===== config.mk =====
export PLATFORM = sky130hd
export DESIGN_NAME = icache_top
export DESIGN_NICKNAME = d
export VERILOG_FILES = /design/src/icache_pkg.sv /design/src/icache_tag_array.sv /design/src/icache_data_array.sv /design/src/icache_refill_counter.sv /design/src/icache_ctrl.sv /design/src/icache_top.sv
export VERILOG_INCLUDE_DIRS = /design/src
export SDC_FILE = /design/constraint.sdc
export NUM_CORES = 1
export LEC_CHECK = 0
export BUFFER_PORTS_ARGS = -buffer_cell sky130_fd_sc_hd__buf_2
export CAP_MARGIN = 20
export CORE_MARGIN = 2
export CORE_UTILIZATION = 55
export DETAILED_ROUTE_END_ITERATION = 8
export GPL_TIMING_DRIVEN = 0
export HOLD_SLACK_MARGIN = 0.1
export PLACE_DENSITY = 0.73
export SLEW_MARGIN = 20
export SYNTH_ARGS = -nofsm -noshare
export SYNTH_HDL_FRONTEND = slang
export SYNTH_SLANG_ARGS = --single-unit

===== constraint.sdc =====
create_clock -name clk -period 13.62 [get_ports clk]
set_input_delay 4.086 -clock clk [delete_from_list [all_inputs] [get_ports clk]]
set_output_delay 4.086 -clock clk [all_outputs]
set_load 0.02 [all_outputs]

===== src/icache_defines.svh =====
`ifndef ICACHE_DEFINES_SVH
`define ICACHE_DEFINES_SVH

// byte offset bits within a line
// 4 gives a 16 byte line of 4 words
`define ICACHE_OFFSET_W 4

// set index bits
// 2 gives 4 sets
`define ICACHE_INDEX_W 2

// top address nibble at and above which fetches are cached
// covers flash and sdram, the fast sram below it is left alone
`define ICACHE_CACHEABLE_BASE 4'h3

`endif


===== src/icache_pkg.sv =====
`include "icache_defines.svh"

package icache_pkg;

  localparam int tag_w      = 32 - `ICACHE_OFFSET_W - `ICACHE_INDEX_W;
  localparam int word_off_w = `ICACHE_OFFSET_W - 2;   // word select within line
  localparam int line_words = 1 << word_off_w;
  localparam int set_n      = 1 << `ICACHE_INDEX_W;

  typedef struct packed {
    logic [31:0] addr;   // word aligned
  } fetch_req_t;

  typedef struct packed {
    logic [31:0] data;
  } fetch_resp_t;

  typedef struct packed {
    logic [31:0] addr;
    logic [7:0]  len;    // beats minus one
    logic        wrap;   // line burst
  } mem_ar_t;

  typedef struct packed {
    logic [31:0] data;
    logic        last;
  } mem_r_t;

  typedef enum logic [2:0] {
    st_idle,
    st_hit_resp,   // also the tag compare cycle
    st_ar,
    st_refill,
    st_bypass_ar,
    st_bypass_r,
    st_miss_resp
  } ctrl_state_t;

endpackage


===== src/icache_tag_array.sv =====
`include "icache_defines.svh"

module icache_tag_array (
  input  logic                         clk,
  input  logic                         rstn,
  input  logic [`ICACHE_INDEX_W-1:0]   index,
  input  logic [icache_pkg::tag_w-1:0] tag,
  input  logic                         fill_en,
  input  logic                         flush_en,
  output logic                         hit
);
  import icache_pkg::*;

  logic [set_n-1:0] valid_q;
  logic [tag_w-1:0] tag_q [set_n];

  // valid bits are control state, cleared by reset and by flush
  always_ff @(posedge clk) begin
    if (!rstn) begin
      valid_q <= '0;
    end else if (flush_en) begin
      valid_q <= '0;               // fence
    end else if (fill_en) begin
      valid_q[index] <= 1'b1;
    end
  end

  always_ff @(posedge clk) begin
    if (fill_en) begin
      tag_q[index] <= tag;         // written on the last beat
    end
  end

  // combinational compare against the registered address
  assign hit = valid_q[index] && (tag_q[index] == tag);

endmodule


===== src/icache_data_array.sv =====
`include "icache_defines.svh"

module icache_data_array (
  input  logic                              clk,
  input  logic [`ICACHE_INDEX_W-1:0]        index,
  input  logic [icache_pkg::word_off_w-1:0] wr_off,
  input  logic                              wr_en,
  input  logic [31:0]                       wr_data,
  input  logic [icache_pkg::word_off_w-1:0] rd_off,
  output logic [31:0]                       rd_data
);
  import icache_pkg::*;

  logic [31:0] line_q [set_n][line_words];

  always_ff @(posedge clk) begin
    if (wr_en) begin
      line_q[index][wr_off] <= wr_data;   // one word per beat
    end
  end

  assign rd_data = line_q[index][rd_off];

endmodule


===== src/icache_refill_counter.sv =====
module icache_refill_counter (
  input  logic                              clk,
  input  logic                              rstn,
  input  logic                              start,
  input  logic [icache_pkg::word_off_w-1:0] start_off,
  input  logic                              step,
  output logic [icache_pkg::word_off_w-1:0] off,
  output logic                              done
);
  import icache_pkg::*;

  logic [word_off_w-1:0] off_q;
  logic [word_off_w:0]   cnt_q;    // one extra bit to reach line_words

  always_ff @(posedge clk) begin
    if (!rstn) begin
      off_q <= '0;
      cnt_q <= '0;
    end else if (start) begin
      off_q <= start_off;          // critical word first
      cnt_q <= '0;
    end else if (step) begin
      off_q <= off_q + 1'b1;       // wraps modulo line_words
      cnt_q <= cnt_q + 1'b1;
    end
  end

  assign off  = off_q;
  assign done = (cnt_q == (word_off_w + 1)'(line_words));

endmodule


===== src/icache_ctrl.sv =====
module icache_ctrl (
  input  logic               clk,
  input  logic               rstn,
  input  logic               req_valid,
  input  logic               resp_ready,
  input  logic               mem_ar_ready,
  input  logic               mem_r_valid,
  input  icache_pkg::mem_r_t mem_r,
  input  logic               flush,
  input  logic               hit,
  input  logic               cacheable,
  output logic               req_ready,
  output logic               resp_valid,
  output logic               mem_ar_valid,
  output logic               mem_r_ready,
  output logic               req_take,
  output logic               fill_en,
  output logic               line_wr,
  output logic               flush_en,
  output logic               cnt_start,
  output logic               cnt_step,
  output logic               bypass_take,
  output logic               resp_from_line
);
  import icache_pkg::*;

  ctrl_state_t state;
  ctrl_state_t state_nxt;
  logic        r_beat;

  always_ff @(posedge clk) begin
    if (!rstn) begin
      state <= st_idle;
    end else begin
      state <= state_nxt;
    end
  end

  assign r_beat = mem_r_valid && mem_r_ready;

  always_comb begin
    state_nxt = state;
    case (state)
      st_idle: begin
        if (req_take) begin
          state_nxt = st_hit_resp;
        end
      end
      st_hit_resp: begin
        if (!cacheable) begin
          state_nxt = st_bypass_ar;
        end else if (!hit) begin
          state_nxt = st_ar;
        end else if (resp_ready) begin
          state_nxt = st_idle;
        end
      end
      st_ar: begin
        if (mem_ar_ready) begin
          state_nxt = st_refill;
        end
      end
      st_refill: begin
        if (r_beat && mem_r.last) begin
          state_nxt = st_miss_resp;
        end
      end
      st_bypass_ar: begin
        if (mem_ar_ready) begin
          state_nxt = st_bypass_r;
        end
      end
      st_bypass_r: begin
        if (r_beat) begin
          state_nxt = st_miss_resp;
        end
      end
      st_miss_resp: begin
        if (resp_ready) begin
          state_nxt = st_idle;
        end
      end
      default: state_nxt = st_idle;
    endcase
  end

  // fetch side
  assign req_ready = (state == st_idle) && !flush;   // no accept during flush
  assign req_take  = req_valid && req_ready;
  assign flush_en  = (state == st_idle) && flush;

  assign resp_valid = ((state == st_hit_resp) && cacheable && hit) ||
                      (state == st_miss_resp);
  assign resp_from_line = (state == st_hit_resp) ||
                          ((state == st_miss_resp) && cacheable);

  // bus side
  assign mem_ar_valid = (state == st_ar) || (state == st_bypass_ar);
  assign mem_r_ready  = (state == st_refill) || (state == st_bypass_r);

  assign cnt_start   = (state == st_ar) && mem_ar_ready;
  assign cnt_step    = (state == st_refill) && r_beat;
  assign line_wr     = cnt_step;
  assign fill_en     = cnt_step && mem_r.last;            // tag goes in with the last beat
  assign bypass_take = (state == st_bypass_r) && r_beat;

endmodule


===== src/icache_top.sv =====
`include "icache_defines.svh"

module icache_top (
  input  logic                    clk,
  input  logic                    rstn,
  input  logic                    req_valid,
  input  icache_pkg::fetch_req_t  req,
  output logic                    req_ready,
  output logic                    resp_valid,
  output icache_pkg::fetch_resp_t resp,
  input  logic                    resp_ready,
  output logic                    mem_ar_valid,
  output icache_pkg::mem_ar_t     mem_ar,
  input  logic                    mem_ar_ready,
  input  logic                    mem_r_valid,
  input  icache_pkg::mem_r_t      mem_r,
  output logic                    mem_r_ready,
  input  logic                    flush
);
  import icache_pkg::*;

  fetch_req_t                 req_q;
  logic [31:0]                bypass_q;
  logic [tag_w-1:0]           tag;
  logic [`ICACHE_INDEX_W-1:0] index;
  logic [word_off_w-1:0]      word_off;
  logic [word_off_w-1:0]      cnt_off;
  logic [31:0]                line_word;
  logic cacheable, hit;
  logic req_take, fill_en, line_wr, flush_en, cnt_start, cnt_step;
  logic bypass_take, resp_from_line, cnt_done;

  always_ff @(posedge clk) begin
    if (req_take) begin
      req_q <= req;
    end
    if (bypass_take) begin
      bypass_q <= mem_r.data;
    end
  end

  assign tag       = req_q.addr[31 -: tag_w];
  assign index     = req_q.addr[`ICACHE_OFFSET_W +: `ICACHE_INDEX_W];
  assign word_off  = req_q.addr[2 +: word_off_w];
  assign cacheable = req_q.addr[31:28] >= `ICACHE_CACHEABLE_BASE;

  // requested word first, the burst wraps around the line
  assign mem_ar.addr = req_q.addr;
  assign mem_ar.len  = cacheable ? 8'(line_words - 1) : 8'd0;
  assign mem_ar.wrap = cacheable;

  assign resp.data = resp_from_line ? line_word : bypass_q;

  icache_ctrl ctrl_i (
    .clk, .rstn, .req_valid, .resp_ready, .mem_ar_ready, .mem_r_valid, .mem_r,
    .flush, .hit, .cacheable, .req_ready, .resp_valid, .mem_ar_valid, .mem_r_ready,
    .req_take, .fill_en, .line_wr, .flush_en, .cnt_start, .cnt_step,
    .bypass_take, .resp_from_line
  );

  icache_refill_counter cnt_i (
    .clk, .rstn, .start(cnt_start), .start_off(word_off), .step(cnt_step),
    .off(cnt_off), .done(cnt_done)
  );

  icache_tag_array tag_i (
    .clk, .rstn, .index, .tag, .fill_en, .flush_en, .hit
  );

  // extra beats past a full line are dropped
  icache_data_array data_i (
    .clk, .index, .wr_off(cnt_off), .wr_en(line_wr && !cnt_done),
    .wr_data(mem_r.data), .rd_off(word_off), .rd_data(line_word)
  );

endmodule


# Yosys cells after proc, flatten, opt, wreduce, memory -nomap -nowiden
# Memories as Yosys holds them, arrays and structs flattened. A register that Yosys moved wholly into a read port is not among the register bits.
# Index checks and enable logic that the tools add are counted.
dict set report totals {
  regBits 76
  ram_bits 616
  output_inout_bits 77
  elab_cells 88
  mem_count 2
}
dict set report op_classes {
  addsub 2
  order_cmp 6
  n_eq_ne 13
  n_mux 28
  n_bitwise 4
  n_reduce_logical 27
}
# name words word_bits read_ports rd_ports_with_merged_regs write_ports line_no
set mem_list {}
lappend mem_list {data_i.line_q 4 128 1 1 1 icache_data_array.sv:14} ;# logic [31:0] line_q [set_n][line_words];
lappend mem_list {tag_i.tag_q 4 26 1 1 1 icache_tag_array.sv:15} ;# logic [tag_w-1:0] tag_q [set_n];
# op count
set ops {}
lappend ops {{128-bit 2-to-1 mux} 1}
lappend ops {{32-bit 2-to-1 mux} 4}
lappend ops {{32-bit binary-select mux with 2-bit select} 1}
lappend ops {{32-bit demux with 2-bit select} 1}
lappend ops {{26-bit == test} 1}
lappend ops {{3-bit 2-to-1 mux} 8}
lappend ops {{3-bit case mux with 7 select lines} 1}
lappend ops {{1-bit logical AND} 16}
lappend ops {{3-bit == test, second input constant} 4}
lappend ops {{2-bit 2-to-1 mux} 5}
lappend ops {{3-bit by 2-bit == test with 1-bit output, second input constant} 2}
lappend ops {{3-bit greater-or-equal comparator, second input constant} 2}
lappend ops {{2-bit by 1-bit inequality test with 1-bit output, second input constant} 3}
lappend ops {{2-bit NOT with 3-bit output} 2}
lappend ops {{1-bit 2-to-1 mux} 5}
lappend ops {{5-bit AND reduction} 1}
lappend ops {{4-bit by 2-bit greater-or-equal comparator with 1-bit output, second input constant} 1}
lappend ops {{1-bit logical OR} 4}
lappend ops {{2-bit inequality test, second input constant} 2}
lappend ops {{4-bit bitwise OR} 1}
lappend ops {{2-bit OR reduction} 2}
lappend ops {{3-bit by 1-bit adder with 3-bit output, second input constant} 1}
lappend ops {{3-bit by 1-bit == test with 1-bit output, second input constant} 1}
lappend ops {{3-bit logical NOT} 1}
lappend ops {{9 further kinds} 10}

# Logic depth before layout (Yosys ltp)
# Gate-level depths: netlist of run 1.
dict set report depth {
  word_depth 7
  depth_mapped 11
  mapped_depth_nobuf 7
}

# Cells and area by module
# From an unflattened synthesis of run 1, not the netlist that was laid out.
dict set report unflattened {
  cells_unflattened 1250
  area_unflattened_um2 26837.0
}
# mod instances cells_per_inst area_each_um2
set modules_own_cells {}
lappend modules_own_cells {icache_data_array 1 812 19248.5}
lappend modules_own_cells {icache_tag_array 1 248 4404.2}
lappend modules_own_cells {icache_top 1 112 2552.4}
lappend modules_own_cells {icache_ctrl 1 52 369.1}
lappend modules_own_cells {icache_refill_counter 1 26 262.8}

# Least setup slack after synthesis of run 1
# Ideal clock, no wire load.
dict set report synth_timing {
  kind {in2out}
  startpoint {input flush}
  endpoint {output req_ready}
  t_arrival_ns 4.780
  required_ns 9.534
  setup_slack_ns 4.754
  stages 1
  path_buffers 0
  path_cell_list {nor4_1}
}
dict set report synth_via {
  elab_chain_cells 2
}
# element line_no
set synth_rtl {}
lappend synth_rtl {{from (decl)} icache_top.sv:18} ;# input logic flush
lappend synth_rtl {{1-bit logical NOT} icache_ctrl.sv:88} ;# assign req_ready = (state == st_idle) && !flush;
lappend synth_rtl {{1-bit logical AND} icache_ctrl.sv:88}
lappend synth_rtl {{to (decl)} icache_top.sv:8} ;# output logic req_ready,
# Every way passes these cells.

# Worst setup path after layout of run 1
# Same ends and word-level chain as after synthesis.

==> results.py, run 1 <==
metrics = {
    "synthesis": {
        "syn_area_sq_um": 26700,
        "synth-edff-count": 680,
        "syn_avg_cell_area_sq_um": 22.7,
        "synthTopCellsByArea": "edfxtp_1 (77%), mux4_2 (15%), mux2_2 (1.6%)",
        "synth-simple-area-share_pct": 1.61,
        "synth-xor-area-share_pct": 0.690,
        "ys_seq_elements": 694,
        "synthAdderAreaFrac_pct": 0.282,
        "synth_top_cell_area_share_pct": 76.6,
        "synth_top_family_by_area": "multiplexers",
        "yosys_most_used_dff": "edfxtp_1",
        "syn_inst": 1175,
        "synth.distinct_cells": 47,
        "synth_compound_area_share_pct": 1.24,
        "yosysWarnings": 0,
        "synth.area.mux_share_pct": 17.2,
        "synth.largest_area_cell": "edfxtp_1",
        "async_flop_share_pct": 0,
        "yosysSeqAreaShare_pct": 77.6,
    },
    "pwr": {
        "ir_drop_v": 0.000146,
        "power.density_nw_per_um2": 157,
        "power.leakage_uw": 0.0102,
    },
    "placement": {
        "dp.cells": 1992,
        "dpl.hpwl_microns": 38500,
        "portBuffers": 142,
        "gp_congestion": 0.811,
    },
    "routing": {
        "drtIter0Drc": 1535,
        "vias_per_cell": 6.28,
        "drt_first_pass_iters": 5,
        "route.vias.total": 13300,
        "wirelength_microns": 60500,
        "drc": 0,
        "ant_nets": 0,
        "wl_per_cell_microns": 28.6,
    },
    "timing": {
        "max_freq_mhz": 114,
        "drv_slew": 0,
        "final-setup-viol-count": 0,
        "worst_slew_pin_slew_ps": 1160,
        "rsz0062_at_grt": "false",
        "slew_headroom_pct": 22.9,
        "whs_ps": 475,
        "layout_min_cycle_time_ps": 8780,
        "fin_crit_sh_pct": 64.5,
        "hold_viol": 0,
        "setup_tns_ps": 0,
        "clock_skew_ps": 25.8,
    },
    "cells_and_area": {
        "nets": 1528,
        "fillers": 3019,
        "area_growth_pct": 17.9,
        "final_cell_mix": "edfxtp_1 (680), mux4_2 (174), buf_2 (150)",
        "final_common_cell": "edfxtp_1",
        "post-route-util_pct": 65.8,
        "multi_input_area_sq_um": 5780,
        "drive_gt1_share_pct": 37.0,
        "fin_cells": 2112,
        "register_area_sq_um": 20700,
    },
    "die": {
        "rows": 80,
        "die-height_microns": 224,
        "pin_count": 149,
        "die_width_microns": 224,
        "core_sq_um": 47700,
        "die_area_sq_um": 50200,
        "initial_utilization_pct": 55.8,
    },
    "grt": {
        "grt_max_degree": 33,
        "grt_pass1_vias": 13800,
        "antenna_found_initial": 1,
        "grt_use_total_pct": 24.8,
        "grt_pass1_wl_microns": 89100,
        "grt-ovfl-total": 0,
    },
    "critical_path": {
        "crit_type": "in -> out",
        "end_kind": "output pin",
        "path_max_fanout": 2,
        "required_ps": 9530,
        "start_kind": "primary input",
        "crit_arrival_ps": 4690,
    },
    "outcome": {
        "status": "finished clean",
    },
    "clock_network": {
        "cts_setup_buffers": 0,
        "path_clk_slew_ps": 60,
        "clock_insertion_delay_worst_skew_ps": 610,
        "cts_root_buffer": "clkbuf_16",
        "ctsResizeCount": 0,
        "cts_sinks": 694,
        "htreeDepth": 3,
        "cts_tree": "yes",
        "cts_hold_buf": 0,
        "numCtsBuffers": 69,
        "clock_path_buffers": 3,
    },
    "min_path": {
        "hold_path.class": "reg -> reg",
    },
    "run": {
        "drv_cap": 0,
    },
}
[final timing paths]
check	from	endpoint	slack, ps	cells after the start
worst max-delay path	flush	req_ready	4840	3
worst min register to register	tag_i.valid_q[2]$_SDFFE_PP0P_	tag_i.valid_q[2]$_SDFFE_PP0P_	480	2
worst min-delay path	tag_i.valid_q[2]$_SDFFE_PP0P_	tag_i.valid_q[2]$_SDFFE_PP0P_	480	2
worst max register to register	flop	ctrl_i.state[1]$_SDFFE_PN0P_	9930	9
[synthesized netlist by cell type (2+ instances only)]
library cell / n
mux4_2: 174
ha_1: 6
nand2_1: 23
nand3_1: 7
a21oi_1: 14
o21ai_0: 3
mux2_2: 37
a32oi_1: 2
o211ai_1: 4
inv_1: 9
xor2_1: 8
a221oi_1: 2
nor2b_1: 4
xnor2_1: 13
buf_6: 2
nor2_1: 39
nor3_1: 8
nand4_1: 3
nand2b_1: 2
buf_4: 11
o221ai_1: 4
o2bb2ai_1: 2
o22ai_1: 4
buf_2: 8
clkbuf_1: 30
buf_1: 13
a311oi_1: 2
edfxtp_1: 680
dfxtp_1: 14
mux2i_1: 26
nor4_1: 5
[per-stage QoR]
| stage | power, uW | area [sq um] | setup WS, ps |
|---|---|---|---|
| finish | 4920 | 31400 | 4840 |
| global route | 5070 | 31400 | 4800 |
| CTS | 4950 | 31400 | 4820 |
| detailed placement | 3160 | 29300 | 4830 |
| global placement | 3140 | 28200 | 2960 |
| floorplan | 2930 | 26700 | 4750 |
[sequential cells by signal, indices dropped and copies added, names as in the netlist, named ones only]
register,cells
tag_i.valid_q,4
ctrl_i.state,3
cnt_i.off,2
bypass_q,32
cnt_i.cnt_q,3
tag_i.tag_q,104
req_q,32
data_i.line_q,512
[worst max-delay path: stages]
cell and delay (ps):
buf_2 110, nor4_1 260, buf_2 230
[metal layers]
| metal | routed length [microns] | track usage (%) |
|---|---|---|
| met1 | 24600 | 34.7 |
| met2 | 29600 | 39.7 |
| met3 | 4640 | 4.68 |
| met4 | 1600 | 8.86 |
| met5 | 0 | 0 |
[layout make-up]
type | count | share of cell area (%)
clock inverter | 25 | 0.705
sequential | 694 | 65.9
inverter | 9 | 0.108
timing repair buffer | 199 | 5.44
buffer | 64 | 1.01
antenna | 1 | 0.00796
multi-input combinational | 413 | 18.4
clock buffer | 92 | 6.01
tap | 615 | 2.45
[logic make-up after synthesis]
logic type,count (synthesis)
multiplexers,237
adder cells (fa/ha/maj),6
XOR/XNOR,21
flip-flops,694
buffers and inverters,73
AO/OA/AOI/OAI,47
AND/OR/NAND/NOR,96
other,1
[power by group]
group / total (uW) / internal [uW] / leakage (uW) / switching [uW]
Combinational: 720 / 320 / 0.00298 / 399
Sequential: 2400 / 2380 / 0.00623 / 25.6
Clock: 1800 / 1030 / 0.00102 / 773
Note: power is estimated with default switching activity, not from simulation.
==> run 2: changes to the inputs <==
PLACE_DENSITY = 0.76   (was 0.73)
clock period = 7.5 ns   (was 13.62 ns; I/O delays follow)
==> run 2 against run 1 <==
Effect of this change: critical path depth grew 7; core utilization shrank 0.29 points; sequential share of layout area grew 0.29 points; worst setup slack lost 3900 ps; total power grew 83%; flip-flop and latch count is the same; critical path type is now reg -> out.
==> results.py, run 2 (same netlist as run 1, synthesis figures left out) <==
metrics = {
    "outcome": {
        "status": "finished clean",
    },
    "placement": {
        "portBuffers": 142,
        "gp_congestion": 0.813,
        "dp.cells": 1988,
        "dpl.hpwl_microns": 37000,
        "dp_slack_ps": 1440,
    },
    "critical_path": {
        "end_kind": "output pin",
        "start_kind": "flop",
        "required_ps": 5250,
        "rr_worst_depth": 9,
        "crit_arrival_ps": 4290,
        "crit_type": "reg -> out",
        "path_max_fanout": 10,
    },
    "run": {
        "drv_cap": 0,
    },
    "timing": {
        "drv_slew": 0,
        "hold_viol": 0,
        "max_freq_mhz": 153,
        "rsz0062_at_grt": "false",
        "slew_headroom_pct": 32.6,
        "worst_slew_pin_slew_ps": 1010,
        "fin_ws_ps": 961,
        "setup_tns_ps": 0,
        "final-setup-viol-count": 0,
        "clock_skew_ps": 14.5,
        "fin_crit_sh_pct": 87.2,
        "layout_min_cycle_time_ps": 6540,
    },
    "routing": {
        "ant_nets": 0,
        "wirelength_microns": 58500,
        "drtIter0Drc": 1585,
        "route.vias.total": 13100,
        "wl_per_cell_microns": 27.6,
        "drt_first_pass_iters": 5,
        "vias_per_cell": 6.20,
        "drc": 0,
    },
    "clock_network": {
        "cts_hold_buf": 0,
        "htreeDepth": 3,
        "clock_path_buffers": 3,
        "path_clk_slew_ps": 60,
        "cts_root_buffer": "clkbuf_16",
        "cts_setup_buffers": 0,
        "numCtsBuffers": 70,
        "clock_insertion_delay_worst_skew_ps": 580,
        "ctsResizeCount": 0,
        "cts_tree": "yes",
        "cts_sinks": 694,
    },
    "cells_and_area": {
        "final_common_cell": "edfxtp_1",
        "post-route-util_pct": 65.5,
        "drive_gt1_share_pct": 36.8,
        "top_register": "data_i.line_q",
        "largest_reg_flops": 512,
        "area_growth_pct": 17.3,
        "nets": 1525,
        "reg_top3": "data_i.line_q (512), tag_i.tag_q (104)",
        "final_cell_mix": "edfxtp_1 (680), mux4_2 (174), buf_2 (150)",
        "fin_cells": 2117,
    },
    "min_path": {
        "whs_path_depth": 2,
        "hold_path.class": "reg -> reg",
    },
    "grt": {
        "grt_pass1_wl_microns": 85900,
        "grt_max_degree": 33,
        "grt-ovfl-total": 0,
        "grt_pass1_vias": 13600,
        "grt_use_total_pct": 23.9,
        "antenna_found_initial": 4,
    },
    "die": {
        "die_width_microns": 224,
        "die_area_sq_um": 50200,
        "die-height_microns": 224,
        "initial_utilization_pct": 55.8,
        "core_sq_um": 47700,
        "rows": 80,
        "pin_count": 149,
    },
    "pwr": {
        "ir_drop_v": 0.000234,
        "finalPower_uw": 8990,
        "power.leakage_uw": 0.0102,
        "power.density_nw_per_um2": 287,
    },
}
[run 2: changes by cell type in the layout (fill, tap and decap cells not counted), sizes merged]
cell / delta
inv: -2
clkbuf: -4
diode: +1
bufinv: +1
clkinv: +8
buf: -2
clkinvlp: +3
[run 2: cell type report]
| class | count | area [sq um] |
|---|---|---|
| Antenna cell | 2 | 5.00 |
| Buffer | 64 | 315 |
| Clock buffer | 90 | 1910 |
| Clock inverter | 35 | 279 |
| Fill cell | 2990 | 16500 |
| Inverter | 9 | 33.8 |
| Multi-Input combinational cell | 413 | 5780 |
| Sequential cell | 694 | 20700 |
| Tap cell | 615 | 769 |
| Timing Repair Buffer | 195 | 1490 |
[run 2: final timing paths]
| path | startpoint | to | slack [ps] |
|---|---|---|---|
| setup / recovery | flop | resp_valid | 960 |
| hold / removal | cnt_i.cnt_q[0]$_SDFFE_PP0P_ | cnt_i.cnt_q[0]$_SDFFE_PP0P_ | 480 |
| setup reg to reg | flop | ctrl_i.state[0]$_SDFFE_PN0P_ | 3810 |
| hold reg to reg | cnt_i.cnt_q[0]$_SDFFE_PP0P_ | cnt_i.cnt_q[0]$_SDFFE_PP0P_ | 480 |
[run 2: metrics by stage]
step	hold WS, ps	cell area [sq um]
global route	504	31300
floorplan	435	26700
global placement	445	28200
finish	481	31300
detailed placement	469	29100
CTS	484	31200
[run 2: power by group]
part	leakage [uW]	switching [uW]	total (uW)	internal, uW
logic	0.00289	718	1300	586
clock network	0.00105	1380	3320	1940
registers	0.00623	48.0	4360	4310
[run 2: worst max-delay path, cell delays in order (launching register included)]
cell	delay [ps]
dfxtp_1	300
clkbuf_1	260
buf_4	280
buf_1	720
clkbuf_1	730
mux2i_1	350
xnor2_1	110
o22ai_1	200
nand4_1	300
o22ai_1	250
buf_2	210
[run 2: metal layers]
metal  wire (microns)  track usage [%]  up-vias
met5               40                0        -
met4             1620             8.67        6
met3             5220             5.14      118
met2            29000             39.1      696
met1            22600             32.3     6809
li1                 -                -     5488
==> run 3: changes to the inputs <==
ABC_AREA = 1   (was default)
==> run 3 against run 2 <==
Effect of this change: clock-buffer cell count decreased by 1; worst setup slack improved by 390 ps; sequential share of layout area decreased by 1.5 points; core utilization decreased by 0.37 points; critical path depth decreased by 2; cell area increased by 2.4%; largest power group unchanged.
==> results.py, run 3 <==
metrics = {
    "pwr": {
        "power.leakage_uw": 0.0108,
        "ir_drop_v": 0.000185,
        "power.density_nw_per_um2": 304,
    },
    "clock_network": {
        "path_clk_slew_ps": 60,
        "ctsResizeCount": 0,
        "cts_root_buffer": "clkbuf_16",
        "numCtsBuffers": 71,
        "clock_path_buffers": 3,
        "clock_insertion_delay_worst_skew_ps": 620,
        "htreeDepth": 3,
        "cts_tree": "yes",
        "cts_setup_buffers": 0,
        "cts_sinks": 694,
        "cts_hold_buf": 0,
    },
    "synthesis": {
        "synth_top_cell_area_share_pct": 74.2,
        "synth_commonest_cells": "edfxtp_1 (680), nor2_1 (384), o21ai_0 (275)",
        "syn_avg_cell_area_sq_um": 13.0,
        "synth-edff-count": 680,
        "async_flop_share_pct": 0,
        "synthTopCellsByArea": "edfxtp_1 (74%), nor2_1 (5.2%), o21ai_0 (5.0%)",
        "ys_seq_elements": 694,
        "yosysSeqAreaShare_pct": 75.3,
        "yosys_most_used_dff": "edfxtp_1",
        "synth.largest_area_cell": "edfxtp_1",
        "syn_inst": 2114,
        "syn_area_sq_um": 27500,
        "synth.most_common_cell": "edfxtp_1",
        "yosysWarnings": 0,
        "synth.distinct_cells": 30,
    },
    "timing": {
        "rsz0062_at_grt": "false",
        "fin_ws_ps": 1350,
        "layout_min_cycle_time_ps": 6150,
        "max_freq_mhz": 163,
        "slew_headroom_pct": 22.0,
        "fin_crit_sh_pct": 81.9,
        "drv_slew": 0,
        "setup_tns_ps": 0,
        "hold_viol": 0,
        "worst_slew_pin_slew_ps": 1170,
        "clock_skew_ps": 28.9,
        "final-setup-viol-count": 0,
    },
    "routing": {
        "wl_per_cell_microns": 25.9,
        "top_layer": "met5",
        "vias_per_cell": 6.40,
        "wirelength_microns": 79700,
        "routed-wl-met2_microns": 36800,
        "drc": 0,
        "drt_first_pass_iters": 6,
        "route.vias.total": 19700,
        "dr_wl_met3_microns": 10800,
        "wl_met1_microns": 27700,
        "ant_nets": 0,
        "drtIter0Drc": 2937,
    },
    "min_path": {
        "hold_path.class": "reg -> reg",
        "hold_start": "cnt_i.cnt_q[1]$_SDFFE_PP0P_",
    },
    "cells_and_area": {
        "largest_reg_flops": 512,
        "top_register": "data_i.line_q",
        "stdcell_area_sq_um": 32000,
        "reg_top3": "data_i.line_q (512), tag_i.tag_q (104)",
        "nets": 2437,
        "final_common_cell": "edfxtp_1",
        "final_cell_mix": "edfxtp_1 (680), nor2_1 (363), o21ai_0 (275)",
        "fillers": 3355,
        "fin_cells": 3080,
        "drive_gt1_share_pct": 13.8,
        "post-route-util_pct": 65.1,
        "area_growth_pct": 16.4,
    },
    "critical_path": {
        "slowest_delay_ps": 750,
        "cp_common_cell": "nand2_1",
        "r2r-end": "data_i.line_q[3][103]$_DFFE_PP_",
        "crit_type": "reg -> out",
        "rr_worst_depth": 9,
        "r2r_start": "ctrl_i.state[1]$_SDFFE_PN0P_",
        "start_kind": "flop",
        "required_ps": 5250,
        "end_kind": "output pin",
        "crit_slowest_cell": "o21ai_2",
        "r2r_slack_ps": 4180,
        "crit_path_start": "req_q[29]$_DFFE_PP_",
        "path_cells": "nand2_1, nand2_1, inv_1, o21ai_2, clkbuf_1, nor2_1, a31oi_1, buf_2",
        "crit_arrival_ps": 3900,
        "path_max_fanout": 10,
        "cp-endpoint": "resp[10]",
    },
    "die": {
        "core_sq_um": 49200,
        "die-height_microns": 228,
        "pin_count": 149,
        "rows": 81,
        "initial_utilization_pct": 56.0,
        "die_area_sq_um": 51800,
        "die_width_microns": 228,
    },
    "placement": {
        "dp.cells": 2950,
        "gp_congestion": 0.901,
        "dpl.hpwl_microns": 50900,
        "portBuffers": 142,
        "dp_slack_ps": 2220,
        "placed_area_sq_um": 29800,
    },
    "grt": {
        "grt_pass1_vias": 18700,
        "grt_max_degree": 37,
        "antenna_found_initial": 3,
        "grt_use_total_pct": 30.9,
        "grt-ovfl-total": 0,
        "grt_pass1_wl_microns": 116000,
    },
    "outcome": {
        "status": "finished clean",
    },
    "run": {
        "drv_cap": 0,
    },
}
-- run 3: changes by cell type in the layout (fill, tap and decap cells not counted), sizes merged, moves of 26 or more --
cell / delta
nand3: +108
clkbuf: +57
nand2: +214
o21ai: +276
o221ai: +91
mux4: -174
mux2i: -26
mux2: -37
inv: +43
o22ai: +29
a31oi: +31
nor2: +345
-- run 3: cells by family (layout without fill, tap and decap cells) --
logic type	count (synthesis)	count (layout)	synth area share [%]
DFF	694	694	75.3
and+or+nand+nor	765	765	11.3
other	1	8	0.0136
xor gates and xnor gates	2	2	0.0637
adders and majority gates	6	6	0.273
buffers and inverters	187	482	3.06
AOI/OAI and AO/OA	459	459	10.0
-- run 3: critical path, delay by kind of cell, from the launching register on --
| kind | cells | cell delay (ps) |
|---|---|---|
| compound gates | 2 | 1230 |
| simple gates | 3 | 430 |
| buf+inv | 3 | 1050 |
| flops | 1 | 560 |
-- run 3: cell type report --
class	instances	area [sq um]	area share, %
Clock buffer	89	1910	5.96
Timing Repair Buffer	167	1300	4.07
Inverter	50	188	0.586
Clock inverter	39	293	0.914
Multi-Input combinational cell	1238	6140	19.2
Antenna cell	2	5.00	0.0156
Buffer	137	654	2.04
Tap cell	664	831	2.59
Sequential cell	694	20700	64.6
-- run 3: report_power, final --
group	leakage [uW]	internal, uW	switching (uW)
clock	0.00107	1940	1460
combinational	0.00353	510	1460
sequential	0.00623	4310	46.7
total	0.0108	6760	2970
-- run 3: through the flow --
stage	power [uW]	hold slack, ps
CTS	9660	481
floorplan	5550	436
global placement	6250	449
detailed placement	6320	459
global route	9990	501
finish	9730	484
-- run 3: metal layers --
layer  global-route usage (%)  up-vias
met5                        0        -
met4                     16.0        4
met3                     7.96      308
met2                     48.2     1611
met1                     40.4     9482
li1                         -     8304
-- run 3: worst min-delay path by stage --
stage,to,slack [ps],depth (start not counted)
3_5_place_dp,tag_i.valid_q[3]$_SDFFE_PP0P_,460,2
3_3_place_gp,tag_i.valid_q[3]$_SDFFE_PP0P_,450,2
6_report,cnt_i.cnt_q[1]$_SDFFE_PP0P_,480,2
4_1_cts,cnt_i.cnt_q[1]$_SDFFE_PP0P_,480,2
2_1_floorplan,tag_i.valid_q[2]$_SDFFE_PP0P_,440,2
5_1_grt,tag_i.valid_q[3]$_SDFFE_PP0P_,500,2
